[src/cpuPkg.sv]
`default_nettype none

package cpuPkg;

    localparam int DataWidth    = 32;                  // Bus, register and PC width
    localparam int RegAddrWidth = 5;                   // 32 architectural registers

    localparam logic [DataWidth-1:0] ResetPc = 32'h00001000; // First fetch address

    // Primary opcodes
    localparam logic [5:0] OpRType = 6'b000000;
    localparam logic [5:0] OpLw    = 6'b100011;
    localparam logic [5:0] OpSw    = 6'b101011;
    localparam logic [5:0] OpBeq   = 6'b000100;
    localparam logic [5:0] OpBne   = 6'b000101;
    localparam logic [5:0] OpJ     = 6'b000010;

    // R-type function field
    localparam logic [5:0] FnAdd = 6'b100000;
    localparam logic [5:0] FnSub = 6'b100010;
    localparam logic [5:0] FnAnd = 6'b100100;
    localparam logic [5:0] FnOr  = 6'b100101;
    localparam logic [5:0] FnSlt = 6'b101010;

    // ALU operation codes, bit 2 means inverted second operand
    localparam logic [2:0] AluAnd = 3'b000;
    localparam logic [2:0] AluOr  = 3'b001;
    localparam logic [2:0] AluAdd = 3'b010;
    localparam logic [2:0] AluSub = 3'b110;
    localparam logic [2:0] AluSlt = 3'b111;

    // Next-PC source
    localparam logic [1:0] PcSeq    = 2'b00;           // PC+4
    localparam logic [1:0] PcBranch = 2'b01;           // PC+4 plus offset*4
    localparam logic [1:0] PcJump   = 2'b10;           // Region plus target*4

    // Sequencer states
    localparam logic [1:0] StFetch = 2'd0;             // Instruction bus cycle
    localparam logic [1:0] StExec  = 2'd1;             // Single decode/ALU cycle
    localparam logic [1:0] StMem   = 2'd2;             // Data bus cycle, lw/sw only

    // One instruction word, three field layouts
    typedef union packed {
        struct packed {
            logic [5:0]              opcode;
            logic [RegAddrWidth-1:0] rs;
            logic [RegAddrWidth-1:0] rt;
            logic [RegAddrWidth-1:0] rd;
            logic [4:0]              shamt;
            logic [5:0]              funct;
        } r;
        struct packed {
            logic [5:0]              opcode;
            logic [RegAddrWidth-1:0] rs;
            logic [RegAddrWidth-1:0] rt;
            logic [15:0]             imm;    // Offset or ALU immediate
        } i;
        struct packed {
            logic [5:0]  opcode;
            logic [25:0] target;             // Word index inside 256 MB region
        } j;
    } instrT;

endpackage

`default_nettype wire

[src/aluUnit.sv]
`timescale 1ns/1ps
`default_nettype none

module aluUnit import cpuPkg::*; (
    input  wire  instrT          instr,
    input  wire  [DataWidth-1:0] rsData,
    input  wire  [DataWidth-1:0] rtData,
    input  wire                  aluSrcImm,  // Immediate as second operand
    input  wire  [2:0]           aluOp,
    output logic [DataWidth-1:0] aluResult,
    output logic                 aluZero
);

    logic [DataWidth-1:0] immExt;            // Sign-extended immediate
    logic [DataWidth-1:0] opA;
    logic [DataWidth-1:0] opB;

    assign immExt = {{(DataWidth-16){instr.i.imm[15]}}, instr.i.imm};
    assign opA    = rsData;
    assign opB    = aluSrcImm ? immExt : rtData;

    always_comb begin
        case (aluOp)
            AluAnd:  aluResult = opA & opB;
            AluOr:   aluResult = opA | opB;
            AluAdd:  aluResult = opA + opB;              // Also address calculation
            AluSub:  aluResult = opA - opB;              // beq/bne compare
            AluSlt: begin
                // Signed compare, result is 0 or 1
                aluResult = ($signed(opA) < $signed(opB)) ? DataWidth'(1) : '0;
            end
            default: aluResult = '0;
        endcase
    end

    assign aluZero = (aluResult == '0);

endmodule

`default_nettype wire

[src/registerFile.sv]
`timescale 1ns/1ps
`default_nettype none

module registerFile import cpuPkg::*; (
    input  wire                  Clk,
    input  wire                  reset,
    input  wire  instrT          instr,
    input  wire                  regWrite,
    input  wire                  regDst,     // rd for R-type, rt for lw
    input  wire                  memToReg,
    input  wire  [DataWidth-1:0] aluResult,
    input  wire  [DataWidth-1:0] loadData,
    output logic [DataWidth-1:0] rsData,
    output logic [DataWidth-1:0] rtData
);

    logic [DataWidth-1:0]    regs [2**RegAddrWidth];
    logic [RegAddrWidth-1:0] writeAddr;
    logic [DataWidth-1:0]    writeData;

    assign writeAddr = regDst ? instr.r.rd : instr.r.rt;
    assign writeData = memToReg ? loadData : aluResult;

    // Combinational reads, $zero hardwired
    assign rsData = (instr.r.rs == '0) ? '0 : regs[instr.r.rs];
    assign rtData = (instr.r.rt == '0) ? '0 : regs[instr.r.rt];

    always_ff @(posedge Clk) begin
        if (reset) begin
            for (int idx = 0; idx < 2**RegAddrWidth; idx++) begin
                regs[idx] <= '0;
            end
        end else if (regWrite && (writeAddr != '0)) begin
            regs[writeAddr] <= writeData;                // Writes to $zero dropped
        end
    end

endmodule

`default_nettype wire

[src/nextPcLogic.sv]
`timescale 1ns/1ps
`default_nettype none

module nextPcLogic import cpuPkg::*; (
    input  wire                  Clk,
    input  wire                  reset,
    input  wire  instrT          instr,
    input  wire  [1:0]           pcSel,
    input  wire                  pcAdvance,  // Load next PC this edge
    output logic [DataWidth-1:0] pc
);

    logic [DataWidth-1:0] pcPlus4;
    logic [DataWidth-1:0] branchOffset;      // Offset in bytes
    logic [DataWidth-1:0] branchTarget;
    logic [DataWidth-1:0] jumpTarget;
    logic [DataWidth-1:0] pcNext;

    assign pcPlus4      = pc + DataWidth'(4);
    assign branchOffset = {{(DataWidth-18){instr.i.imm[15]}}, instr.i.imm, 2'b00};
    assign branchTarget = pcPlus4 + branchOffset;
    // Keep region bits of PC+4
    assign jumpTarget   = {pcPlus4[DataWidth-1:28], instr.j.target, 2'b00};

    always_comb begin
        case (pcSel)
            PcBranch: pcNext = branchTarget;
            PcJump:   pcNext = jumpTarget;
            default:  pcNext = pcPlus4;                  // PcSeq
        endcase
    end

    always_ff @(posedge Clk) begin
        if (reset) begin
            pc <= ResetPc;
        end else if (pcAdvance) begin
            pc <= pcNext;                                // Once per instruction
        end
    end

endmodule

`default_nettype wire

[src/coreControl.sv]
`timescale 1ns/1ps
`default_nettype none

module coreControl import cpuPkg::*; (
    input  wire                  Clk,
    input  wire                  reset,
    input  wire  [DataWidth-1:0] wbDatIn,
    input  wire                  wbAck,
    input  wire  [DataWidth-1:0] pc,
    input  wire  [DataWidth-1:0] aluResult,  // Also the lw/sw address
    input  wire                  aluZero,
    output instrT                instr,
    output logic                 regWrite,
    output logic                 regDst,     // 1 selects rd, 0 selects rt
    output logic                 memToReg,
    output logic                 aluSrcImm,
    output logic [2:0]           aluOp,
    output logic [1:0]           pcSel,
    output logic                 pcAdvance,  // Last cycle of an instruction
    output logic                 wbCyc,
    output logic                 wbStb,
    output logic                 wbWe,
    output logic [DataWidth-1:0] wbAdr
);

    logic [1:0] state;
    logic       busReq;                      // Drives cyc and stb together
    logic       fetchDone;
    logic       memDone;
    logic       memAccess;                   // lw or sw
    logic       isLw;
    logic       isSw;
    logic       execWrite;                   // Write-back at end of execute
    logic [1:0] execSel;                     // PC source chosen in execute

    assign isLw      = (instr.r.opcode == OpLw);
    assign isSw      = (instr.r.opcode == OpSw);
    assign memAccess = isLw || isSw;
    assign fetchDone = (state == StFetch) && busReq && wbAck;
    assign memDone   = (state == StMem) && busReq && wbAck;

    // Main decoder, unknown codes fall through as no-ops
    always_comb begin
        aluOp     = AluAdd;
        regDst    = 1'b0;
        memToReg  = 1'b0;
        aluSrcImm = 1'b0;
        execWrite = 1'b0;
        execSel   = PcSeq;
        case (instr.r.opcode)
            OpRType: begin
                regDst    = 1'b1;
                execWrite = 1'b1;
                case (instr.r.funct)
                    FnAdd:   aluOp = AluAdd;
                    FnSub:   aluOp = AluSub;
                    FnAnd:   aluOp = AluAnd;
                    FnOr:    aluOp = AluOr;
                    FnSlt:   aluOp = AluSlt;
                    default: execWrite = 1'b0;           // Unknown funct, no write
                endcase
            end
            OpLw: begin
                aluSrcImm = 1'b1;                        // Base plus offset
                memToReg  = 1'b1;
            end
            OpSw:  aluSrcImm = 1'b1;
            OpBeq: begin
                aluOp = AluSub;                          // Compare by subtraction
                if (aluZero) execSel = PcBranch;
            end
            OpBne: begin
                aluOp = AluSub;
                if (!aluZero) execSel = PcBranch;
            end
            OpJ:     execSel = PcJump;
            default: ;
        endcase
    end

    // Strobes qualified by sequencer state
    assign regWrite  = ((state == StExec) && execWrite) || (memDone && isLw);
    assign pcSel     = (state == StExec) ? execSel : PcSeq;
    assign pcAdvance = ((state == StExec) && !memAccess) || memDone;

    // Bus master outputs
    assign wbCyc = busReq;
    assign wbStb = busReq;
    assign wbWe  = busReq && (state == StMem) && isSw;
    assign wbAdr = (state == StMem) ? aluResult : pc;  // Data or instruction address

    // Sequencer, one instruction in flight
    always_ff @(posedge Clk) begin
        if (reset) begin
            state  <= StFetch;
            busReq <= 1'b0;
        end else begin
            case (state)
                StFetch: begin
                    if (fetchDone) begin
                        busReq <= 1'b0;                  // Drop cycle after ack
                        state  <= StExec;
                    end else begin
                        busReq <= 1'b1;                  // Start or hold fetch
                    end
                end
                StExec: begin
                    if (memAccess) begin
                        busReq <= 1'b1;                  // Open data cycle
                        state  <= StMem;
                    end else begin
                        state <= StFetch;
                    end
                end
                StMem: begin
                    if (memDone) begin
                        busReq <= 1'b0;
                        state  <= StFetch;
                    end
                end
                default: state <= StFetch;
            endcase
        end
    end

    // Instruction register
    always_ff @(posedge Clk) begin
        if (fetchDone) instr <= wbDatIn;
    end

endmodule

`default_nettype wire

[src/mipsCore.sv]
`timescale 1ns/1ps
`default_nettype none

module mipsCore import cpuPkg::*; (
    input  wire                  Clk,
    input  wire                  reset,
    input  wire  [DataWidth-1:0] wbDatIn,   // Fetched word or load data
    input  wire                  wbAck,
    output logic                 wbCyc,
    output logic                 wbStb,
    output logic                 wbWe,
    output logic [DataWidth-1:0] wbAdr,
    output logic [DataWidth-1:0] wbDatOut   // Store data
);

    instrT                instr;             // Current instruction register
    logic                 regWrite;
    logic                 regDst;
    logic                 memToReg;
    logic                 aluSrcImm;
    logic [2:0]           aluOp;
    logic [1:0]           pcSel;
    logic                 pcAdvance;
    logic [DataWidth-1:0] aluResult;
    logic                 aluZero;
    logic [DataWidth-1:0] rsData;
    logic [DataWidth-1:0] rtData;
    logic [DataWidth-1:0] pc;

    coreControl control (
        .Clk(Clk), .reset(reset),
        .wbDatIn(wbDatIn), .wbAck(wbAck),
        .pc(pc), .aluResult(aluResult), .aluZero(aluZero),
        .instr(instr),
        .regWrite(regWrite), .regDst(regDst), .memToReg(memToReg),
        .aluSrcImm(aluSrcImm), .aluOp(aluOp),
        .pcSel(pcSel), .pcAdvance(pcAdvance),
        .wbCyc(wbCyc), .wbStb(wbStb), .wbWe(wbWe), .wbAdr(wbAdr)
    );

    registerFile regs (
        .Clk(Clk), .reset(reset),
        .instr(instr),
        .regWrite(regWrite), .regDst(regDst), .memToReg(memToReg),
        .aluResult(aluResult),
        .loadData(wbDatIn),                  // Load word straight off the bus
        .rsData(rsData), .rtData(rtData)
    );

    aluUnit alu (
        .instr(instr),
        .rsData(rsData), .rtData(rtData),
        .aluSrcImm(aluSrcImm), .aluOp(aluOp),
        .aluResult(aluResult), .aluZero(aluZero)
    );

    nextPcLogic nextPc (
        .Clk(Clk), .reset(reset),
        .instr(instr),
        .pcSel(pcSel), .pcAdvance(pcAdvance),
        .pc(pc)
    );

    assign wbDatOut = rtData;                // sw writes rt

endmodule

`default_nettype wire

[config.mk]
export PLATFORM = sky130hd
export DESIGN_NAME = mipsCore
export DESIGN_NICKNAME = d
export VERILOG_FILES = /design/src/cpuPkg.sv /design/src/aluUnit.sv /design/src/registerFile.sv /design/src/nextPcLogic.sv /design/src/coreControl.sv /design/src/mipsCore.sv
export SDC_FILE = /design/constraint.sdc
export NUM_CORES = 2
export LEC_CHECK = 0
export BUFFER_PORTS_ARGS = -buffer_cell sky130_fd_sc_hd__buf_4
export CORE_UTILIZATION = 40
export DETAILED_ROUTE_END_ITERATION = 8
export SYNTH_ARGS = -nofsm -noshare
export SYNTH_HDL_FRONTEND = slang
export SYNTH_SLANG_ARGS = --single-unit
[constraint.sdc]
create_clock -name Clk -period 24.9 [get_ports Clk]
set_input_delay 7.47 -clock Clk [delete_from_list [all_inputs] [get_ports Clk]]
set_output_delay 7.47 -clock Clk [all_outputs]
set_load 0.01 [all_outputs]
**Yosys cells after proc, flatten, opt, wreduce, memory -nomap -nowiden**

Memories as Yosys holds them, arrays and structs flattened. A register that Yosys moved wholly into a read port is not among the register bits.
Index checks and enable logic that the tools add are counted.

- Bits in writable memories: 1024
- Output and inout bits: 67
- Logic and storage cells: 98
- Memories: 1
- Register bits after elaboration: 67
- Input port bits: 35

- Magnitude comparators: 1
- Mux-type cells: 38
- Add/subtract/negate cells: 4
- Bitwise operators: 2
- Reduce and logical (&&, ||, !) cells: 27
- Equality and inequality tests: 21

Memory list:

| memory | depth | width | read ports | clocked after Yosys merged registers in | write ports | line | text |
|---|---|---|---|---|---|---|---|
| regs.regs | 32 | 32 | 2 | 2 | 32 | registerFile.sv:17 | `logic [DataWidth-1:0] regs [2**RegAddrWidth];` |

Operators by type and width:

| operator | count |
|---|---|
| $mux W32 | 6 |
| $pmux W32 S5 | 1 |
| $add A32 B32 Y32 | 2 |
| $pmux W32 S2 | 1 |
| $eq A6 B6 Y1 const B | 7 |
| $add A32 B3 Y32 const B | 1 |
| $and A32 B32 Y32 | 1 |
| $logic_not A32 Y1 | 1 |
| $lt A32 B32 Y1 | 1 |
| $or A32 B32 Y32 | 1 |
| $reduce_or A32 Y1 | 1 |
| $sub A32 B32 Y32 | 1 |
| $mux W5 | 4 |
| $mux W1 | 17 |
| $eq A6 B3 Y1 const B | 2 |
| $pmux W2 S3 | 2 |
| $pmux W3 S4 | 1 |
| $logic_not A5 Y1 | 2 |
| $logic_and A1 B1 Y1 | 9 |
| $mux W2 | 4 |
| $eq A3 B3 Y1 const B | 2 |
| $eq A6 B2 Y1 const B | 1 |
| $logic_not A6 Y1 | 1 |
| $ne A2 B1 Y1 const B | 3 |
| other kinds (16) | 21 |

**Longest topological paths before layout**

- Depth in word-level cells: 13
- Mapped depth: 34
- Gate-level depth less buffers: 27

**Cells and area by module**

Synthesis repeated with hierarchy kept, for this count alone.

- Cell total of the unflattened synthesis: 5100
- Area total of the unflattened synthesis: 63519.7 sq um

By module, submodules not included:

| module | times used | area each (sq um) | seq. area each (sq um) | cells each |
|---|---|---|---|---|
| registerFile | 1 | 52387.7 | 30749.5 | 3646 |
| aluUnit | 1 | 5382.7 | 0.0 | 797 |
| nextPcLogic | 1 | 3995.1 | 600.6 | 534 |
| coreControl | 1 | 1754.2 | 1021.0 | 123 |

**Least setup slack after synthesis**

Ideal clock, no wire load.

- Path kind: register -> output
- Start: register (tool-made name)
- End: output port wbAdr[30]
- Arrival: 6277 ps
- Stages on the path, launching flop included: 23
- Path buffers: 4
- Data required time: 17430 ps
- Path slack: 11153 ps
- Cells stage by stage: dfxtp_1 clkbuf_1 buf_1 clkbuf_1 buf_1 mux4_2 mux4_2 nand2_1 a21o_1 ha_1 inv_1 fa_1 nor2b_1 o211a_1 o311ai_0 and3_1 a31o_2 o21ai_1 a211o_1 or4_1 o2111a_1 and2_1 a21oi_1

RTL lines:

| item | line | text |
|---|---|---|
| end, declared | mipsCore.sv:12 | `output logic [DataWidth-1:0] wbAdr,` |

==> reports/qor.csv <==
metric;value;unit
clk root buf;clkbuf_16;
CTS-repair resized insts;0;
first-pass GRT wire length;324100;um
FMAX;61.77;MHz
# Post-CTS Setup Buffers;0;
clock insertion delay at the later pin of the skew report;0.79;ns
WL per Instance;33.28;um
Die W;399.2;um
grt ovf;0;
Filler cells;13900;
Pwr Density;83.41;nW/um2
cell leakage power;0.02542;uW
Final Hold Viols;0;
Critical Setup Path Class;reg2out;
setup violators final;0;
GP Congestion;0.9613;
cts hold-fix bufs;0;
vias per std cell;6.491;
CP max FO;44;
Mapped Area;63100;um2
CP most frequent cell;buf_4;
overall power;5868;uW
# DRC;0;
part of the cycle the worst path needs;65.01;%
Max Slew Vio Count;0;
clock skew;0.06071;ns
NumNets Final;4951;
clk slew on worst S/H paths;0.06;ns
VDD IR max;0.07333;mV
Routed Antenna Nets;0;
CTS Sinks;1099;
floorplan row count;145;
fin crit period;16.19;ns
vias in the first global route;43640;
pin count of the biggest net entering global routing;124;
H-tree depth;3;
average size of a mapped cell;13.03;um2
relative slew slack;2.694;%
Mapped Cells;4844;
Sum Neg Setup Slack;0;ns
maxcap violations;0;
antenna violations before repair;5;
I/O pins;102;
cell-by-cell listing of the critical path;buf_4, buf_4, mux4_2, mux4_2, mux2i_1, nor3_1, a21oi_1, ha_1, and4_1, o211ai_1, o21ai_1, a2bb2oi_2, a211oi_1, nand2_1, a2111oi_0, nor3b_1, o32a_1, a21oi_1, buf_4;
fin worst setup slack;8.711;ns
drt pass-1 iters;6;
WL final;231000;um
Core Footprint;156400;um2
worst slew pin tran;1.450;ns
Seq/Total Area, Yosys;51.62;%
Slowest Stage Delay on Critical Path;0.89;ns
Main synth FF type;edfxtp_1;
Distinct cells, synth;91;
critical path startpoint category;flip-flop;
die span in y;399.2;um
Crit-path slowest cell;dfxtp_4;
Req. time, crit path;17.43;ns
detailed-placement wirelength estimate;140800;um
GRT Overall Usage;28.73;%
EDFF count, synth;1056;
DR vias;45050;
CP Data Arrival Time;8.72;ns
Synth Register Bits;1099;
area of the die;159300;um2
CP Capture Type;output pin;
Iter 0 DRT Violations;6480;
CTS tree;done;
I/O Buffers;101;
Ys Warns;0;
Post-synth ARST share;0;%
P&R area growth vs syn;11.48;%
hold_ws;0.5296;ns
status;finished, final reports clean;
Initial Util;40.35;%
HP Class;reg2reg;
Placement Setup Slack;9.570;ns
RSZ-0062 raised after global routing;no;
share of cells above drive strength 1;24.79;%
Num CTS Buffers;118;
Clock Tree Buf Depth;3;
==> synthesized netlist by cell type, types with 13 or more instances <==
| cell | n | area [um2] |
|---|---|---|
| nor3_1 | 43 | 215.2 |
| o21a_1 | 18 | 135.1 |
| nor2b_1 | 13 | 81.33 |
| mux2_2 | 17 | 191.4 |
| nand3_1 | 39 | 195.2 |
| xor2_1 | 20 | 175.2 |
| a21oi_1 | 163 | 815.8 |
| clkbuf_1 | 367 | 1378 |
| nand2_1 | 213 | 799.5 |
| ha_1 | 132 | 1652 |
| nand4_1 | 16 | 100.1 |
| mux2i_1 | 46 | 460.4 |
| a221o_1 | 13 | 130.1 |
| or3_1 | 14 | 87.58 |
| a211oi_1 | 13 | 97.59 |
| o21ai_0 | 93 | 465.5 |
| a21o_1 | 63 | 473.0 |
| buf_2 | 13 | 65.06 |
| a221oi_1 | 23 | 201.4 |
| a22oi_1 | 17 | 127.6 |
| and2_1 | 13 | 81.33 |
| mux4_2 | 640 | 14410 |
| edfxtp_1 | 1056 | 31710 |
| nand2b_1 | 87 | 544.3 |
| a31oi_1 | 18 | 112.6 |
| dfxtp_1 | 43 | 860.8 |
| buf_1 | 68 | 255.2 |
| and3_1 | 28 | 175.2 |
| nor2_1 | 1194 | 4482 |
| inv_1 | 110 | 412.9 |
| xnor2_1 | 33 | 289.0 |
| o21bai_1 | 19 | 142.6 |
==> metal layers <==
metal	GRT usage, %	up-vias	part of all wire, %
li1	-	18240	-
met1	38.14	23390	37
met2	45.25	2922	46
met3	7.070	493	12
met4	11.50	4	4.3
met5	0	-	0.012
==> power by group <==
group	internal [uW]	switching, uW	leakage, uW	total [uW]
Combinational	599	1280	0.0123	1870
Sequential	2090	67.1	0.0112	2160
Clock	1050	788	0.00193	1840
==> flip-flops by register name, indices dropped and copies added (netlist names), named ones only <==
name,cells
control.state,2
regs.regs,1024
control.wbCyc,1
control.instr,32
nextPc.pc,30
==> area by class of cell <==
cell class	count	area, um2	area share (%)
Inverter	110	412.9	0.5870
Timing Repair Buffer	236	1809	2.572
Antenna cell	1	2.502	0.003557
Sequential cell	1099	32600	46.35
Clock inverter	76	895.9	1.274
Tap cell	2058	2575	3.661
Multi-Input combinational cell	3216	28960	41.17
Clock buffer	144	3082	4.381
==> placed cells by master, fill, tap and decap left out, types with 13 or more instances in the layout <==
cell,count
nor3_1,43
o21a_1,18
clkbuf_16,119
edfxtp_1,1056
mux4_2,640
o21bai_1,19
and3_1,27
a221oi_1,23
clkinv_1,26
inv_1,110
mux2i_1,38
and2_1,13
clkbuf_1,24
xnor2_1,33
ha_1,131
a31oi_1,18
a21o_1,63
or3_1,14
nand3_1,39
nand2b_2,22
xor2_1,20
mux2_2,17
a221o_1,13
nand4_1,16
a22oi_1,17
a211oi_1,13
o21ai_2,24
nor2b_1,13
nand2b_1,55
clkinv_2,23
dfxtp_1,33
nor2_1,1193
bufinv_16,16
o21ai_0,70
a21oi_1,163
nand2_1,182
buf_4,233
nand2_2,29
conb_1,32
==> path summary, 6_finish.rpt <==
path / startpoint / to / slack [ns] / cells after the start
setup reg to reg: flip-flop / nextPc.pc[20] / 14.27 / 31
hold reg to reg: nextPc.pc[31] / nextPc.pc[31] / 0.53 / 2
hold / removal: nextPc.pc[31] / nextPc.pc[31] / 0.53 / 2
setup / recovery: flip-flop / wbAdr[29] / 8.71 / 19
==> logic make-up (layout without fill, tap and decap cells) <==
group,Yosys count,in the layout,share of synthesized area (%)
adders and majority gates,135,135,2.713
xor gates and xnor gates,53,53,0.7357
and+or+nand+nor,1707,1707,11.32
AOI/OAI and AO/OA,586,586,6.363
DFF,1099,1099,51.62
muxes,703,703,23.88
other,1,33,0.005943
buffers and inverters,560,566,3.369
==> worst max-delay path: cells and delay by family (launching register included) <==
family | cells | cell delay (ns)
compound gates | 8 | 2.19
fa+ha+maj | 1 | 0.52
buf+inv | 3 | 1.87
flops | 1 | 0.89
mux | 3 | 1.66
simple gates | 4 | 0.74
==> through the flow <==
stage | cells | util [%] | cell area, um2
detailed placement | 6719 | 42.44 | 66360
CTS | 6939 | 44.98 | 70340
global route | 6939 | 44.98 | 70340
floorplan | 4875 | - | 63220
finish | 6940 | 44.98 | 70340
global placement | 6719 | 42.44 | 66360
No activity file was read; power rests on OpenSTA's default activity.
